`config.mk`:
```
export PLATFORM = sky130hd
export DESIGN_NAME = rv_core
export DESIGN_NICKNAME = d
export VERILOG_FILES = /design/src/hdl/rv_pkg.sv /design/src/hdl/hazard_ctrl.sv /design/src/hdl/fetch_stage.sv /design/src/hdl/decode_stage.sv /design/src/hdl/execute_stage.sv /design/src/hdl/mem_stage.sv /design/src/hdl/rv_core.sv
export VERILOG_INCLUDE_DIRS = /design/src /design/src/hdl
export SDC_FILE = /design/constraint.sdc
export NUM_CORES = 2
export LEC_CHECK = 0
export BUFFER_PORTS_ARGS = -buffer_cell sky130_fd_sc_hd__buf_2
export CAP_MARGIN = 0
export CORE_ASPECT_RATIO = 2
export CORE_UTILIZATION = 35
export CTS_CLUSTER_DIAMETER = 60
export DETAILED_ROUTE_END_ITERATION = 8
export HOLD_SLACK_MARGIN = 0.06
export PLACE_DENSITY = 0.53
export REMOVE_ABC_BUFFERS = 1
export SYNTH_ARGS = -nofsm -noshare
export SYNTH_HDL_FRONTEND = slang
export SYNTH_SLANG_ARGS = --single-unit
export TNS_END_PERCENT = 30
```
`constraint.sdc`:
```
create_clock -name clk -period 11.5 [get_ports clk]
set_input_delay 1.15 -clock clk [delete_from_list [all_inputs] [get_ports clk]]
set_output_delay 1.15 -clock clk [all_outputs]
set_load 0.02 [all_outputs]
```
`src/hdl/rv_macros.svh`:
```
`ifndef RV_MACROS_SVH
`define RV_MACROS_SVH

// Datapath and register file sizes
`define RV_XLEN        32
`define RV_REG_COUNT   32
`define RV_REG_ADDR_W  5
`define RV_MBE_W       4

// Major opcodes of the supported subset
`define RV_OP_IMM      7'b0010011
`define RV_OP_REG      7'b0110011
`define RV_OP_LUI      7'b0110111
`define RV_OP_LOAD     7'b0000011
`define RV_OP_STORE    7'b0100011

// addi x0, x0, 0
`define RV_NOP         32'h0000_0013

`endif

```
`src/hdl/rv_pkg.sv`:
```
`include "rv_macros.svh"

package rv_pkg;

  // Fields of one instruction, immediates already formed
  typedef struct packed {
    logic [6:0]                opcode;
    logic [2:0]                funct3;
    logic [6:0]                funct7;
    logic [`RV_REG_ADDR_W-1:0] rs1;
    logic [`RV_REG_ADDR_W-1:0] rs2;
    logic [`RV_REG_ADDR_W-1:0] rd;
    logic [`RV_XLEN-1:0]       i_imm;
    logic [`RV_XLEN-1:0]       s_imm;
    logic [`RV_XLEN-1:0]       u_imm;
  } instr_t;

  typedef enum logic [3:0] {
    ALU_ADD,
    ALU_SUB,
    ALU_SLL,
    ALU_SLT,
    ALU_SLTU,
    ALU_XOR,
    ALU_SRL,
    ALU_SRA,
    ALU_OR,
    ALU_AND
  } alu_op_t;

  typedef enum logic [1:0] {
    OP2_REG,
    OP2_IMM_I,
    OP2_IMM_S
  } op2_sel_t;

  typedef enum logic [1:0] {
    WB_ALU,
    WB_UIMM,
    WB_MEM
  } wb_sel_t;

  typedef struct packed {
    alu_op_t  alu_op;
    op2_sel_t op2_sel;
    wb_sel_t  wb_sel;
    logic     reg_write;
    logic     mem_read;
    logic     mem_write;
  } ctrl_t;

  // Source of an EX operand
  typedef enum logic [1:0] {
    FWD_NONE,
    FWD_EXMEM,
    FWD_MEMWB
  } fwd_sel_t;

endpackage : rv_pkg

```
`src/hdl/hazard_ctrl.sv`:
```
`timescale 1ns/1ps
`include "rv_macros.svh"

module hazard_ctrl (
  input  logic                      icache_read,
  input  logic                      icache_resp,
  input  logic                      dcache_read,
  input  logic                      dcache_write,
  input  logic                      dcache_resp,
  input  logic [`RV_REG_ADDR_W-1:0] idex_rs1,
  input  logic [`RV_REG_ADDR_W-1:0] idex_rs2,
  input  logic [`RV_REG_ADDR_W-1:0] exmem_rd,
  input  logic [`RV_REG_ADDR_W-1:0] memwb_rd,
  input  logic                      exmem_wr,
  input  logic                      memwb_wr,
  input  logic [`RV_REG_ADDR_W-1:0] exmem_rs2,
  output logic                      advance,
  output rv_pkg::fwd_sel_t          fwd_a_sel,
  output rv_pkg::fwd_sel_t          fwd_b_sel,
  output logic                      fwd_store
);

  logic icache_stall;
  logic dcache_stall;

  // Nearest valid writer of rs wins, x0 never forwards
  function automatic rv_pkg::fwd_sel_t pick_source(
    input logic [`RV_REG_ADDR_W-1:0] rs,
    input logic [`RV_REG_ADDR_W-1:0] ex_rd,
    input logic                      ex_wr,
    input logic [`RV_REG_ADDR_W-1:0] wb_rd,
    input logic                      wb_wr
  );
    if (ex_wr && ex_rd != '0 && ex_rd == rs) begin
      return rv_pkg::FWD_EXMEM;
    end
    if (wb_wr && wb_rd != '0 && wb_rd == rs) begin
      return rv_pkg::FWD_MEMWB;
    end
    return rv_pkg::FWD_NONE;
  endfunction

  // Any request still waiting for resp freezes the whole pipeline
  assign icache_stall = icache_read & ~icache_resp;
  assign dcache_stall = (dcache_read | dcache_write) & ~dcache_resp;
  assign advance      = ~icache_stall & ~dcache_stall;

  assign fwd_a_sel = pick_source(idex_rs1, exmem_rd, exmem_wr, memwb_rd, memwb_wr);
  assign fwd_b_sel = pick_source(idex_rs2, exmem_rd, exmem_wr, memwb_rd, memwb_wr);

  // Store in MEM picks up the value being written back
  assign fwd_store = dcache_write & memwb_wr & (memwb_rd != '0) & (memwb_rd == exmem_rs2);

endmodule : hazard_ctrl

```
`src/hdl/fetch_stage.sv`:
```
`timescale 1ns/1ps
`include "rv_macros.svh"

module fetch_stage (
  input  logic                clk,
  input  logic                rst_n,
  input  logic                advance,
  input  logic [`RV_XLEN-1:0] icache_rdata,
  output logic [`RV_XLEN-1:0] icache_address,
  output logic                icache_read,
  output rv_pkg::instr_t      ifid_instr,
  output logic                ifid_valid
);

  logic [`RV_XLEN-1:0] pc;
  logic                fetch_en;

  function automatic rv_pkg::instr_t decode_word(input logic [`RV_XLEN-1:0] word);
    rv_pkg::instr_t d;
    d.opcode = word[6:0];
    d.funct3 = word[14:12];
    d.funct7 = word[31:25];
    d.rs1    = word[19:15];
    d.rs2    = word[24:20];
    d.rd     = word[11:7];
    d.i_imm  = {{21{word[31]}}, word[30:20]};
    d.s_imm  = {{21{word[31]}}, word[30:25], word[11:7]};
    d.u_imm  = {word[31:12], 12'h000};
    return d;
  endfunction

  // Fetch requests begin on the first edge out of reset
  always_ff @(posedge clk) begin
    if (!rst_n) begin
      fetch_en <= 1'b0;
    end else begin
      fetch_en <= 1'b1;
    end
  end

  assign icache_read    = fetch_en;
  assign icache_address = {pc[`RV_XLEN-1:2], 2'b00};

  always_ff @(posedge clk) begin
    if (!rst_n) begin
      pc         <= '0;
      ifid_valid <= 1'b0;
    end else if (advance) begin
      if (fetch_en) begin
        pc <= pc + `RV_XLEN'd4;
      end
      ifid_valid <= fetch_en;
    end
  end

  // IF/ID payload
  always_ff @(posedge clk) begin
    if (advance) begin
      ifid_instr <= decode_word(icache_rdata);
    end
  end

endmodule : fetch_stage

```
`src/hdl/decode_stage.sv`:
```
`timescale 1ns/1ps
`include "rv_macros.svh"

module decode_stage (
  input  logic                      clk,
  input  logic                      rst_n,
  input  logic                      advance,
  input  rv_pkg::instr_t            ifid_instr,
  input  logic                      ifid_valid,
  input  logic [`RV_REG_ADDR_W-1:0] wb_rd,
  input  logic [`RV_XLEN-1:0]       wb_data,
  input  logic                      wb_en,
  output rv_pkg::instr_t            idex_instr,
  output rv_pkg::ctrl_t             idex_ctrl,
  output logic [`RV_XLEN-1:0]       idex_rs1_data,
  output logic [`RV_XLEN-1:0]       idex_rs2_data,
  output logic                      idex_valid
);

  logic [`RV_XLEN-1:0] regs [`RV_REG_COUNT];
  rv_pkg::ctrl_t       ctrl;
  logic [`RV_XLEN-1:0] rs1_data;
  logic [`RV_XLEN-1:0] rs2_data;

  // alt selects sub for funct3 000 and sra for funct3 101
  function automatic rv_pkg::alu_op_t alu_from_funct(input logic [2:0] funct3, input logic alt);
    case (funct3)
      3'b000:  return alt ? rv_pkg::ALU_SUB : rv_pkg::ALU_ADD;
      3'b001:  return rv_pkg::ALU_SLL;
      3'b010:  return rv_pkg::ALU_SLT;
      3'b011:  return rv_pkg::ALU_SLTU;
      3'b100:  return rv_pkg::ALU_XOR;
      3'b101:  return alt ? rv_pkg::ALU_SRA : rv_pkg::ALU_SRL;
      3'b110:  return rv_pkg::ALU_OR;
      default: return rv_pkg::ALU_AND;
    endcase
  endfunction

  // Register read with x0 tied low and write-through from WB
  function automatic logic [`RV_XLEN-1:0] read_port(input logic [`RV_REG_ADDR_W-1:0] idx);
    if (idx == '0) begin
      return '0;
    end
    if (wb_en && wb_rd == idx) begin
      return wb_data;
    end
    return regs[idx];
  endfunction

  always_comb begin
    ctrl.alu_op    = rv_pkg::ALU_ADD;
    ctrl.op2_sel   = rv_pkg::OP2_REG;
    ctrl.wb_sel    = rv_pkg::WB_ALU;
    ctrl.reg_write = 1'b0;
    ctrl.mem_read  = 1'b0;
    ctrl.mem_write = 1'b0;
    case (ifid_instr.opcode)
      `RV_OP_IMM: begin
        ctrl.alu_op    = alu_from_funct(ifid_instr.funct3,
                                        ifid_instr.funct7[5] && ifid_instr.funct3 == 3'b101);
        ctrl.op2_sel   = rv_pkg::OP2_IMM_I;
        ctrl.reg_write = 1'b1;
      end
      `RV_OP_REG: begin
        ctrl.alu_op    = alu_from_funct(ifid_instr.funct3, ifid_instr.funct7[5]);
        ctrl.reg_write = 1'b1;
      end
      `RV_OP_LUI: begin
        ctrl.wb_sel    = rv_pkg::WB_UIMM;
        ctrl.reg_write = 1'b1;
      end
      `RV_OP_LOAD: begin
        ctrl.op2_sel   = rv_pkg::OP2_IMM_I;
        ctrl.wb_sel    = rv_pkg::WB_MEM;
        ctrl.reg_write = 1'b1;
        ctrl.mem_read  = 1'b1;
      end
      `RV_OP_STORE: begin
        ctrl.op2_sel   = rv_pkg::OP2_IMM_S;
        // Only sb, sh and sw
        ctrl.mem_write = (ifid_instr.funct3 inside {3'b000, 3'b001, 3'b010});
      end
      default: begin
      end
    endcase
  end

  always_comb begin
    rs1_data = read_port(ifid_instr.rs1);
    rs2_data = read_port(ifid_instr.rs2);
  end

  always_ff @(posedge clk) begin
    if (wb_en && wb_rd != '0) begin
      regs[wb_rd] <= wb_data;
    end
  end

  always_ff @(posedge clk) begin
    if (!rst_n) begin
      idex_valid <= 1'b0;
    end else if (advance) begin
      idex_valid <= ifid_valid;
    end
  end

  // ID/EX payload
  always_ff @(posedge clk) begin
    if (advance) begin
      idex_instr    <= ifid_instr;
      idex_ctrl     <= ctrl;
      idex_rs1_data <= rs1_data;
      idex_rs2_data <= rs2_data;
    end
  end

endmodule : decode_stage

```
`src/hdl/execute_stage.sv`:
```
`timescale 1ns/1ps
`include "rv_macros.svh"

module execute_stage (
  input  logic                clk,
  input  logic                rst_n,
  input  logic                advance,
  input  rv_pkg::instr_t      idex_instr,
  input  rv_pkg::ctrl_t       idex_ctrl,
  input  logic [`RV_XLEN-1:0] idex_rs1_data,
  input  logic [`RV_XLEN-1:0] idex_rs2_data,
  input  logic                idex_valid,
  input  rv_pkg::fwd_sel_t    fwd_a_sel,
  input  rv_pkg::fwd_sel_t    fwd_b_sel,
  input  logic [`RV_XLEN-1:0] exmem_fwd_value,
  input  logic [`RV_XLEN-1:0] memwb_fwd_value,
  output rv_pkg::instr_t      exmem_instr,
  output rv_pkg::ctrl_t       exmem_ctrl,
  output logic [`RV_XLEN-1:0] exmem_result,
  output logic [`RV_XLEN-1:0] exmem_store_data,
  output logic                exmem_valid
);

  logic [`RV_XLEN-1:0] op_a;
  logic [`RV_XLEN-1:0] rs2_val;
  logic [`RV_XLEN-1:0] op_b;
  logic [`RV_XLEN-1:0] result;
  logic [4:0]          shamt;

  function automatic logic [`RV_XLEN-1:0] fwd_pick(
    input rv_pkg::fwd_sel_t    sel,
    input logic [`RV_XLEN-1:0] reg_val,
    input logic [`RV_XLEN-1:0] ex_val,
    input logic [`RV_XLEN-1:0] wb_val
  );
    case (sel)
      rv_pkg::FWD_EXMEM: return ex_val;
      rv_pkg::FWD_MEMWB: return wb_val;
      default:           return reg_val;
    endcase
  endfunction

  assign op_a    = fwd_pick(fwd_a_sel, idex_rs1_data, exmem_fwd_value, memwb_fwd_value);
  assign rs2_val = fwd_pick(fwd_b_sel, idex_rs2_data, exmem_fwd_value, memwb_fwd_value);

  always_comb begin
    case (idex_ctrl.op2_sel)
      rv_pkg::OP2_IMM_I: op_b = idex_instr.i_imm;
      rv_pkg::OP2_IMM_S: op_b = idex_instr.s_imm;
      default:           op_b = rs2_val;
    endcase
  end

  assign shamt = op_b[4:0];

  always_comb begin
    case (idex_ctrl.alu_op)
      rv_pkg::ALU_SUB:  result = op_a - op_b;
      rv_pkg::ALU_SLL:  result = op_a << shamt;
      rv_pkg::ALU_SLT:  result = {{(`RV_XLEN-1){1'b0}}, $signed(op_a) < $signed(op_b)};
      rv_pkg::ALU_SLTU: result = {{(`RV_XLEN-1){1'b0}}, op_a < op_b};
      rv_pkg::ALU_XOR:  result = op_a ^ op_b;
      rv_pkg::ALU_SRL:  result = op_a >> shamt;
      rv_pkg::ALU_SRA:  result = $unsigned($signed(op_a) >>> shamt);
      rv_pkg::ALU_OR:   result = op_a | op_b;
      rv_pkg::ALU_AND:  result = op_a & op_b;
      default:          result = op_a + op_b;
    endcase
    // lui bypasses the ALU
    if (idex_ctrl.wb_sel == rv_pkg::WB_UIMM) begin
      result = idex_instr.u_imm;
    end
  end

  always_ff @(posedge clk) begin
    if (!rst_n) begin
      exmem_valid <= 1'b0;
    end else if (advance) begin
      exmem_valid <= idex_valid;
    end
  end

  // EX/MEM payload, store data leaves already forwarded
  always_ff @(posedge clk) begin
    if (advance) begin
      exmem_instr      <= idex_instr;
      exmem_ctrl       <= idex_ctrl;
      exmem_result     <= result;
      exmem_store_data <= rs2_val;
    end
  end

endmodule : execute_stage

```
`src/hdl/mem_stage.sv`:
```
`timescale 1ns/1ps
`include "rv_macros.svh"

module mem_stage (
  input  logic                      clk,
  input  logic                      rst_n,
  input  logic                      advance,
  input  rv_pkg::instr_t            exmem_instr,
  input  rv_pkg::ctrl_t             exmem_ctrl,
  input  logic [`RV_XLEN-1:0]       exmem_result,
  input  logic [`RV_XLEN-1:0]       exmem_store_data,
  input  logic                      exmem_valid,
  input  logic                      fwd_store,
  input  logic [`RV_XLEN-1:0]       dcache_rdata,
  output logic [`RV_XLEN-1:0]       dcache_address,
  output logic                      dcache_read,
  output logic                      dcache_write,
  output logic [`RV_XLEN-1:0]       dcache_wdata,
  output logic [`RV_MBE_W-1:0]      dcache_mbe,
  output logic [`RV_XLEN-1:0]       exmem_fwd_value,
  output logic [`RV_XLEN-1:0]       memwb_fwd_value,
  output logic [`RV_REG_ADDR_W-1:0] wb_rd,
  output logic [`RV_XLEN-1:0]       wb_data,
  output logic                      wb_en
);

  logic [1:0]                byte_off;
  logic [`RV_XLEN-1:0]       store_val;
  logic [`RV_XLEN-1:0]       load_shifted;
  logic [`RV_XLEN-1:0]       load_data;

  logic                      memwb_valid;
  rv_pkg::ctrl_t             memwb_ctrl;
  logic [`RV_REG_ADDR_W-1:0] memwb_rd;
  logic [`RV_XLEN-1:0]       memwb_result;
  logic [`RV_XLEN-1:0]       memwb_load_data;

  assign byte_off       = exmem_result[1:0];
  assign dcache_address = {exmem_result[`RV_XLEN-1:2], 2'b00};
  assign dcache_read    = exmem_valid & exmem_ctrl.mem_read;
  assign dcache_write   = exmem_valid & exmem_ctrl.mem_write;

  assign store_val = fwd_store ? wb_data : exmem_store_data;

  // Store lanes follow the byte offset
  always_comb begin
    dcache_wdata = store_val << {byte_off, 3'b000};
    case (exmem_instr.funct3[1:0])
      2'b00:   dcache_mbe = 4'b0001 << byte_off;
      2'b01:   dcache_mbe = 4'b0011 << byte_off;
      2'b10: begin
        // sw goes out unshifted
        dcache_wdata = store_val;
        dcache_mbe   = 4'b1111;
      end
      default: dcache_mbe = 4'b0000;
    endcase
  end

  always_comb begin
    load_shifted = dcache_rdata >> {byte_off, 3'b000};
    case (exmem_instr.funct3)
      3'b000:  load_data = {{24{load_shifted[7]}}, load_shifted[7:0]};
      3'b001:  load_data = {{16{load_shifted[15]}}, load_shifted[15:0]};
      3'b100:  load_data = {24'b0, load_shifted[7:0]};
      3'b101:  load_data = {16'b0, load_shifted[15:0]};
      default: load_data = dcache_rdata;
    endcase
  end

  // Load data goes straight back to EX with no load-use bubble
  always_comb begin
    case (exmem_ctrl.wb_sel)
      rv_pkg::WB_MEM:  exmem_fwd_value = load_data;
      default:         exmem_fwd_value = exmem_result;
    endcase
  end

  always_ff @(posedge clk) begin
    if (!rst_n) begin
      memwb_valid <= 1'b0;
    end else if (advance) begin
      memwb_valid <= exmem_valid;
    end
  end

  always_ff @(posedge clk) begin
    if (advance) begin
      memwb_ctrl      <= exmem_ctrl;
      memwb_rd        <= exmem_instr.rd;
      memwb_result    <= exmem_result;
      memwb_load_data <= load_data;
    end
  end

  always_comb begin
    case (memwb_ctrl.wb_sel)
      rv_pkg::WB_MEM:  wb_data = memwb_load_data;
      default:         wb_data = memwb_result;
    endcase
  end

  assign wb_rd           = memwb_rd;
  assign wb_en           = memwb_valid & memwb_ctrl.reg_write;
  assign memwb_fwd_value = wb_data;

endmodule : mem_stage

```
`src/hdl/rv_core.sv`:
```
`timescale 1ns/1ps
`include "rv_macros.svh"

module rv_core (
  input  logic                 clk,
  input  logic                 rst_n,
  input  logic                 icache_resp,
  input  logic [`RV_XLEN-1:0]  icache_rdata,
  output logic [`RV_XLEN-1:0]  icache_address,
  output logic                 icache_read,
  input  logic                 dcache_resp,
  input  logic [`RV_XLEN-1:0]  dcache_rdata,
  output logic [`RV_XLEN-1:0]  dcache_address,
  output logic                 dcache_read,
  output logic                 dcache_write,
  output logic [`RV_XLEN-1:0]  dcache_wdata,
  output logic [`RV_MBE_W-1:0] dcache_mbe
);

  logic                      advance;
  rv_pkg::fwd_sel_t          fwd_a_sel;
  rv_pkg::fwd_sel_t          fwd_b_sel;
  logic                      fwd_store;

  rv_pkg::instr_t            ifid_instr;
  logic                      ifid_valid;

  rv_pkg::instr_t            idex_instr;
  rv_pkg::ctrl_t             idex_ctrl;
  logic [`RV_XLEN-1:0]       idex_rs1_data;
  logic [`RV_XLEN-1:0]       idex_rs2_data;
  logic                      idex_valid;

  rv_pkg::instr_t            exmem_instr;
  rv_pkg::ctrl_t             exmem_ctrl;
  logic [`RV_XLEN-1:0]       exmem_result;
  logic [`RV_XLEN-1:0]       exmem_store_data;
  logic                      exmem_valid;

  logic [`RV_XLEN-1:0]       exmem_fwd_value;
  logic [`RV_XLEN-1:0]       memwb_fwd_value;
  logic [`RV_REG_ADDR_W-1:0] wb_rd;
  logic [`RV_XLEN-1:0]       wb_data;
  logic                      wb_en;

  hazard_ctrl u_hazard (
    .icache_read  (icache_read),
    .icache_resp  (icache_resp),
    .dcache_read  (dcache_read),
    .dcache_write (dcache_write),
    .dcache_resp  (dcache_resp),
    .idex_rs1     (idex_instr.rs1),
    .idex_rs2     (idex_instr.rs2),
    .exmem_rd     (exmem_instr.rd),
    .memwb_rd     (wb_rd),
    .exmem_wr     (exmem_valid & exmem_ctrl.reg_write),
    .memwb_wr     (wb_en),
    .exmem_rs2    (exmem_instr.rs2),
    .advance      (advance),
    .fwd_a_sel    (fwd_a_sel),
    .fwd_b_sel    (fwd_b_sel),
    .fwd_store    (fwd_store)
  );

  fetch_stage u_fetch (.*);

  decode_stage u_decode (.*);

  execute_stage u_execute (.*);

  mem_stage u_mem (.*);

endmodule : rv_core

```
* Word level (Yosys, flattened, before mapping)
Memories as Yosys holds them, arrays and structs flattened. A register that Yosys moved wholly into a read port is not among the register bits. Cells that the tools add are included.
Word-level totals: register bits 403, latch bits 0, memory bits (writable) 1024, ROM bits 0, bits of input ports 68, output and inout port bits 103, memories kept 1
Memory list:
- u_decode.regs | words 32, bits a word 32, rd ports 2, clocked after Yosys merged registers in 2, write ports 1, RTL line decode_stage.sv:20 | logic [`RV_XLEN-1:0] regs [`RV_REG_COUNT];
Cells by class: $add $sub $neg 3, multipliers 0, div/mod/pow operators 0, order comparisons 2, equal/unequal tests 41, shift operators 7, mux-type cells 55, bitwise logic cells 18, reductions and logical operators 20
Operator list (number):
- $mux 32 | 13
- $pmux 32 s9 | 1
- $pmux 32 s2 | 3
- $pmux 32 s4 | 1
- $lt 32x32->1 | 2
- $shl 32x5->32 | 2
- $pmux 4 s7 | 2
- $eq 5x5->1 | 7
- $add 32x3->32 const B | 1
- $add 32x32->32 | 1
- $and 32x32->32 | 1
- $or 32x32->32 | 1
- $shr 32x5->16 | 1
- $shr 32x5->32 | 1
- $sshr 32x5->32 | 1
- $sub 32x32->32 | 1
- $xor 32x32->32 | 1
- $eq 7x6->1 const B | 3
- $mux 1 | 21
- $eq 4x3->1 const B | 4
- $mux 2 | 8
- $eq 3x3->1 const B | 5
- $eq 2x2->1 const B | 6
- $pmux 4 s3 | 1
- other kinds (25) | 58

* Longest topological paths before layout
depth in word-level cells 13, gate-level depth with buffers 25, gate-level depth less buffers 22

* Cells and area by module
Synthesis repeated with hierarchy kept, for this count alone.
Second synthesis, totals: cell total of the unflattened synthesis 5556, area total of the unflattened synthesis 80622.3 sq um
Modules (own cells, without submodules):
- decode_stage | instances 1, cells each 2576, area each 54018.1 sq um
- execute_stage | instances 1, cells each 2060, area each 17556.8 sq um
- mem_stage | instances 1, cells each 566, area each 5505.3 sq um
- fetch_stage | instances 1, cells each 307, area each 3190.6 sq um
- hazard_ctrl | instances 1, cells each 46, area each 345.3 sq um
- rv_core | instances 1, cells each 1, area each 6.3 sq um

* Least setup slack after synthesis
OpenSTA, ideal clock, no wires.
path type in2reg, from input port dcache_resp, to register u_decode.idex_ctrl[0] (netlist name), library setup time 760 ps, arrival 9421 ps, data required time 10740 ps, setup slack 1319 ps, stages 5, cell sequence inv_1 -> o211ai_1 -> o21ai_1 -> inv_1 -> clkbuf_1
On the way: longest elaborated chain between the ends 4
RTL lines:
- from (decl) | RTL line rv_core.sv:11 | input logic dcache_resp,
- $not 1->1 | RTL line hazard_ctrl.sv:45 | assign dcache_stall = (dcache_read | dcache_write) & ~dcache_resp;
- $and 1x1->1 | RTL line hazard_ctrl.sv:45
- $not 1->1 | RTL line hazard_ctrl.sv:46 | assign advance = ~icache_stall & ~dcache_stall;
- $and 1x1->1 | RTL line hazard_ctrl.sv:46
- net advance | RTL line rv_core.sv:20 | logic advance;
The timed path passes the listed nets, and every way through them passes these cells. A chain may end at the register's enable or synchronous reset.

* Final worst setup path
from register u_mem.memwb_ctrl[3] (netlist bit), to register u_execute.exmem_result[30] (data pin)
On the way: longest elaborated chain between the ends 7, elaborated cells on any way between the ends 15
RTL lines:
- from (decl) | RTL line mem_stage.sv:33 | rv_pkg::ctrl_t memwb_ctrl;
- from (signal assigned) | RTL line mem_stage.sv:89 | memwb_ctrl <= exmem_ctrl;
- $eq 2x2->1 * | RTL line mem_stage.sv:97 | case (memwb_ctrl.wb_sel)
- $mux 32 * | RTL line mem_stage.sv:97
- net memwb_fwd_value[0] | RTL line rv_core.sv:41 | logic [`RV_XLEN-1:0] memwb_fwd_value;
- $pmux 32 s2 | RTL line execute_stage.sv:36 | case (sel)
- $pmux 32 s2 | RTL line execute_stage.sv:47 | case (idex_ctrl.op2_sel)
- $add 32x32->32 (tied with other cells) | RTL line execute_stage.sv:67 | default: result = op_a + op_b;
- $pmux 32 s9 * | RTL line execute_stage.sv:57 | case (idex_ctrl.alu_op)
- $mux 32 * | RTL line execute_stage.sv:70 | if (idex_ctrl.wb_sel == rv_pkg::WB_UIMM) begin
- net u_execute.result[30] | RTL line execute_stage.sv:27 | logic [`RV_XLEN-1:0] result;
- to (signal assigned) | RTL line execute_stage.sv:88 | exmem_result <= result;
- to (decl) | RTL line execute_stage.sv:19 | output logic [`RV_XLEN-1:0] exmem_result,
Mark *: on every way through the listed nets, which the timed path passes. The rest lies on a longest branch.

==> flow_summary_export.csv <==
group,metric,value,unit
placement,port_buffers,166,
critical_path,crit_required,12.19,ns
yosys,yosysSeqAreaShare,55.5,%
yosys,ys_seq_elements,1353,
detailed_routing,post_drt_wl_per_cell,40.5,microns
cells_and_area,drive_gt1_share,27.1,%
placement,hpwl,227000,microns
clock_network,cts_buffers,143,
power,irDropWorstVdd,0.105,mV
yosys,synthArstFlopShare,0,%
power,leakagePower,0.0271,uW
timing,tightest_slew,1.50,ns
grt,grt_pass1_vias,51100,
detailed_routing,totalWireLength,323000,microns
clock_network,cts_tree,"yes",
timing,finalHoldViolations,0,
hold_path,hold_path_class,"reg -> reg",
placement,gp_congestion,1.09,
timing,rsz0062_at_grt,"no",
yosys,syn_area_per_cell,14.6,sq um
power,fin_total_pwr,15600,uW
cells_and_area,layout_common_cells,"edfxtp_1, mux4_2, nor2_1",
yosys,synthesis.area,0.0724,sq mm
clock_network,path_clk_slew,0.07,ns
cells_and_area,final_common_cell,"edfxtp_1",
timing,clock_skew,0.0558,ns
detailed_routing,drcViolationCount,0,
clock_network,cts_resized,0,
timing,tns,0,ns
timing,max-slew-margin-rel,-0.455,%
grt,overflow,0,
hold_path,min_path_cells,0,
detailed_routing,drtIter0Drc,5201,
timing,slew_violations,5,
floorplanning,start_util,35.3,%
critical_path,reg2reg_depth,20,
yosys,synthFlopType,"edfxtp_1",
critical_path,arrival,8.91,ns
run,maxCapViolCount,1,
floorplanning,die_h,645,microns
timing,setup_viol,0,
detailed_routing,first_pass_iters,6,
timing,final.min_clock_period,8.23,ns
grt,antenna_found_initial,46,
cells_and_area,stdcell_count,7978,
floorplanning,core-area,0.205,sq mm
clock_network,cts_setup_buffers,0,
floorplanning,num_rows,235,
run_status,status,"finished, violations left",
detailed_routing,num_vias,49900,
yosys,synth_edf_count,1308,
cells_and_area,area_growth,13.2,%
yosys,yosysUniqueCellTypes,103,
clock_network,clock_tree.root_cell,"clkbuf_16",
grt,grt_max_degree,129,
clock_network,htree_num_levels,4,
detailed_routing,ant_nets,0,
floorplanning,die_width,323,microns
floorplanning,io_pins,171,
critical_path,start_kind,"flip-flop",
timing,clock.fmax,122,MHz
run_status,violations,"max-capacitance violations, max-slew violations",
power,p_per_area,191,mW/mm^2
clock_network,postCtsHoldBufs,0,
detailed_routing,avgViaCountPerCell,6.26,
floorplanning,design.die.area,0.209,sq mm
critical_path,critPathMaxFanout,35,
timing,period_share,71.6,%
grt,grt_usage,31.1,%
clock_network,cts_buffer_depth,4,
placement,placed_cells,7680,
clock_network,clkSinkCount,1353,
yosys,synth_cells,4952,
clock_network,clk_latency,0.83,ns
critical_path,critPathKind,"reg -> reg",
cells_and_area,finalNetCount,5277,
grt,grt_pass1_wl,437000,microns
yosys,yosysWarnings,0,
critical_path,end_kind,"flip-flop",
cells in the mapped netlist (all sizes together) (17+ instances only):
cell	instances	area, sq um
inv	183	689
xnor2	64	561
ha	100	1250
mux4	641	14400
nor2	357	1350
dfxtp	45	901
nor3	115	611
and2	39	244
a221oi	29	254
nand2	227	860
nor4	24	156
edfxtp	1308	39300
nand2b	28	175
nor2b	53	332
mux2	59	664
clkbuf	247	927
a211oi	147	1110
nand3	48	245
a21oi	321	1610
a31oi	27	184
a22oi	32	240
a21o	20	151
buf	156	830
o21ai	166	838
o21a	21	158
nand4	17	106
a32oi	19	166
o22ai	32	206
xor2	30	263
o211ai	22	179
mux2i	133	1340
routing by layer:
metal | part of all wire [%] | up-vias | track usage, %
met1 | 32 | 26300 | 30.8
met4 | 11 | 12 | 28.8
met5 | 0.024 | - | 0
met3 | 6.0 | 971 | 6.76
li1 | - | 20200 | -
met2 | 52 | 2436 | 53.7
metrics by stage:
step           util [%]  area, sq um  setup slack (ns)  hold slack [ns]
2_1_floorplan         -        70700            -0.930            0.400
3_3_place_gp       37.5        77000              3.40            0.409
3_5_place_dp       37.5        77100              3.39            0.406
4_1_cts            39.8        81600              3.39            0.424
5_1_grt            39.9        81800              3.09            0.431
6_report           39.9        81900              3.27            0.419
power breakdown:
part           internal (uW)  leakage, uW  switching [uW]
Sequential              6010       0.0125             308
Clock                   2640      0.00224            2060
Combinational           1380       0.0123            3230
Total                  10000       0.0271            5600
kinds of logic (layout without fill, tap and decap cells):
group | count (synthesis) | after routing | synth area share (%)
other | 1 | 79 | 0.00518
XOR/XNOR | 94 | 94 | 1.14
multiplexers | 833 | 833 | 22.7
AND/OR/NAND/NOR | 983 | 983 | 6.40
buffers and inverters | 587 | 810 | 3.39
flip-flops | 1353 | 1353 | 55.5
AO/OA/AOI/OAI | 999 | 999 | 9.03
adder cells (fa/ha/maj) | 102 | 102 | 1.78
path summary, 6_finish.rpt:
kind / startpoint / to / slack [ns]
max: u_mem.memwb_ctrl[3]$_DFFE_PP_ / u_execute.exmem_result[30]$_DFFE_PP_ / 3.27
min: u_fetch.ifid_instr[37]$_DFFE_PP_ / u_decode.idex_instr[37]$_DFFE_PP_ / 0.42
max reg2reg: u_mem.memwb_ctrl[3]$_DFFE_PP_ / u_execute.exmem_result[30]$_DFFE_PP_ / 3.27
min reg2reg: u_fetch.ifid_instr[37]$_DFFE_PP_ / u_decode.idex_instr[37]$_DFFE_PP_ / 0.42
registers in the layout (all words and copies together), names as in the netlist, 25 cells and up, named ones only:
signal	count
u_fetch.ifid_instr	32
u_decode.idex_instr	25
u_mem.memwb_load_data	32
u_decode.idex_rs2_data	32
u_execute.exmem_store_data	32
u_decode.idex_rs1_data	32
u_fetch.pc	30
u_mem.memwb_result	32
u_decode.regs	1024
u_execute.exmem_result	32
worst max-delay path, cell delays in order (launching register included):
cell	delay (ns)
edfxtp_1	0.42
nor2b_4	0.65
mux2i_1	0.58
inv_1	0.65
mux2i_1	0.40
a21o_2	0.21
buf_4	0.34
inv_4	0.26
ha_1	0.31
fa_1	0.46
nand2b_1	0.15
a221oi_1	0.12
or4b_1	0.53
o21ai_1	0.32
o21ai_1	0.43
a211oi_2	0.65
o21bai_1	0.32
a2111oi_0	0.70
o2111a_1	0.25
o32a_1	0.15
o32a_1	0.14
final cells by class:
cell class	count	area (sq um)
well taps	2725	3410
clock inverters	89	835
multi-input cells	3047	30300
fillers	19200	123000
diodes	43	108
inverters	184	702
flip-flops and latches	1353	40200
clock buffers	159	3720
repair buffers	378	2610
Note: power is estimated with default switching activity, not from simulation.
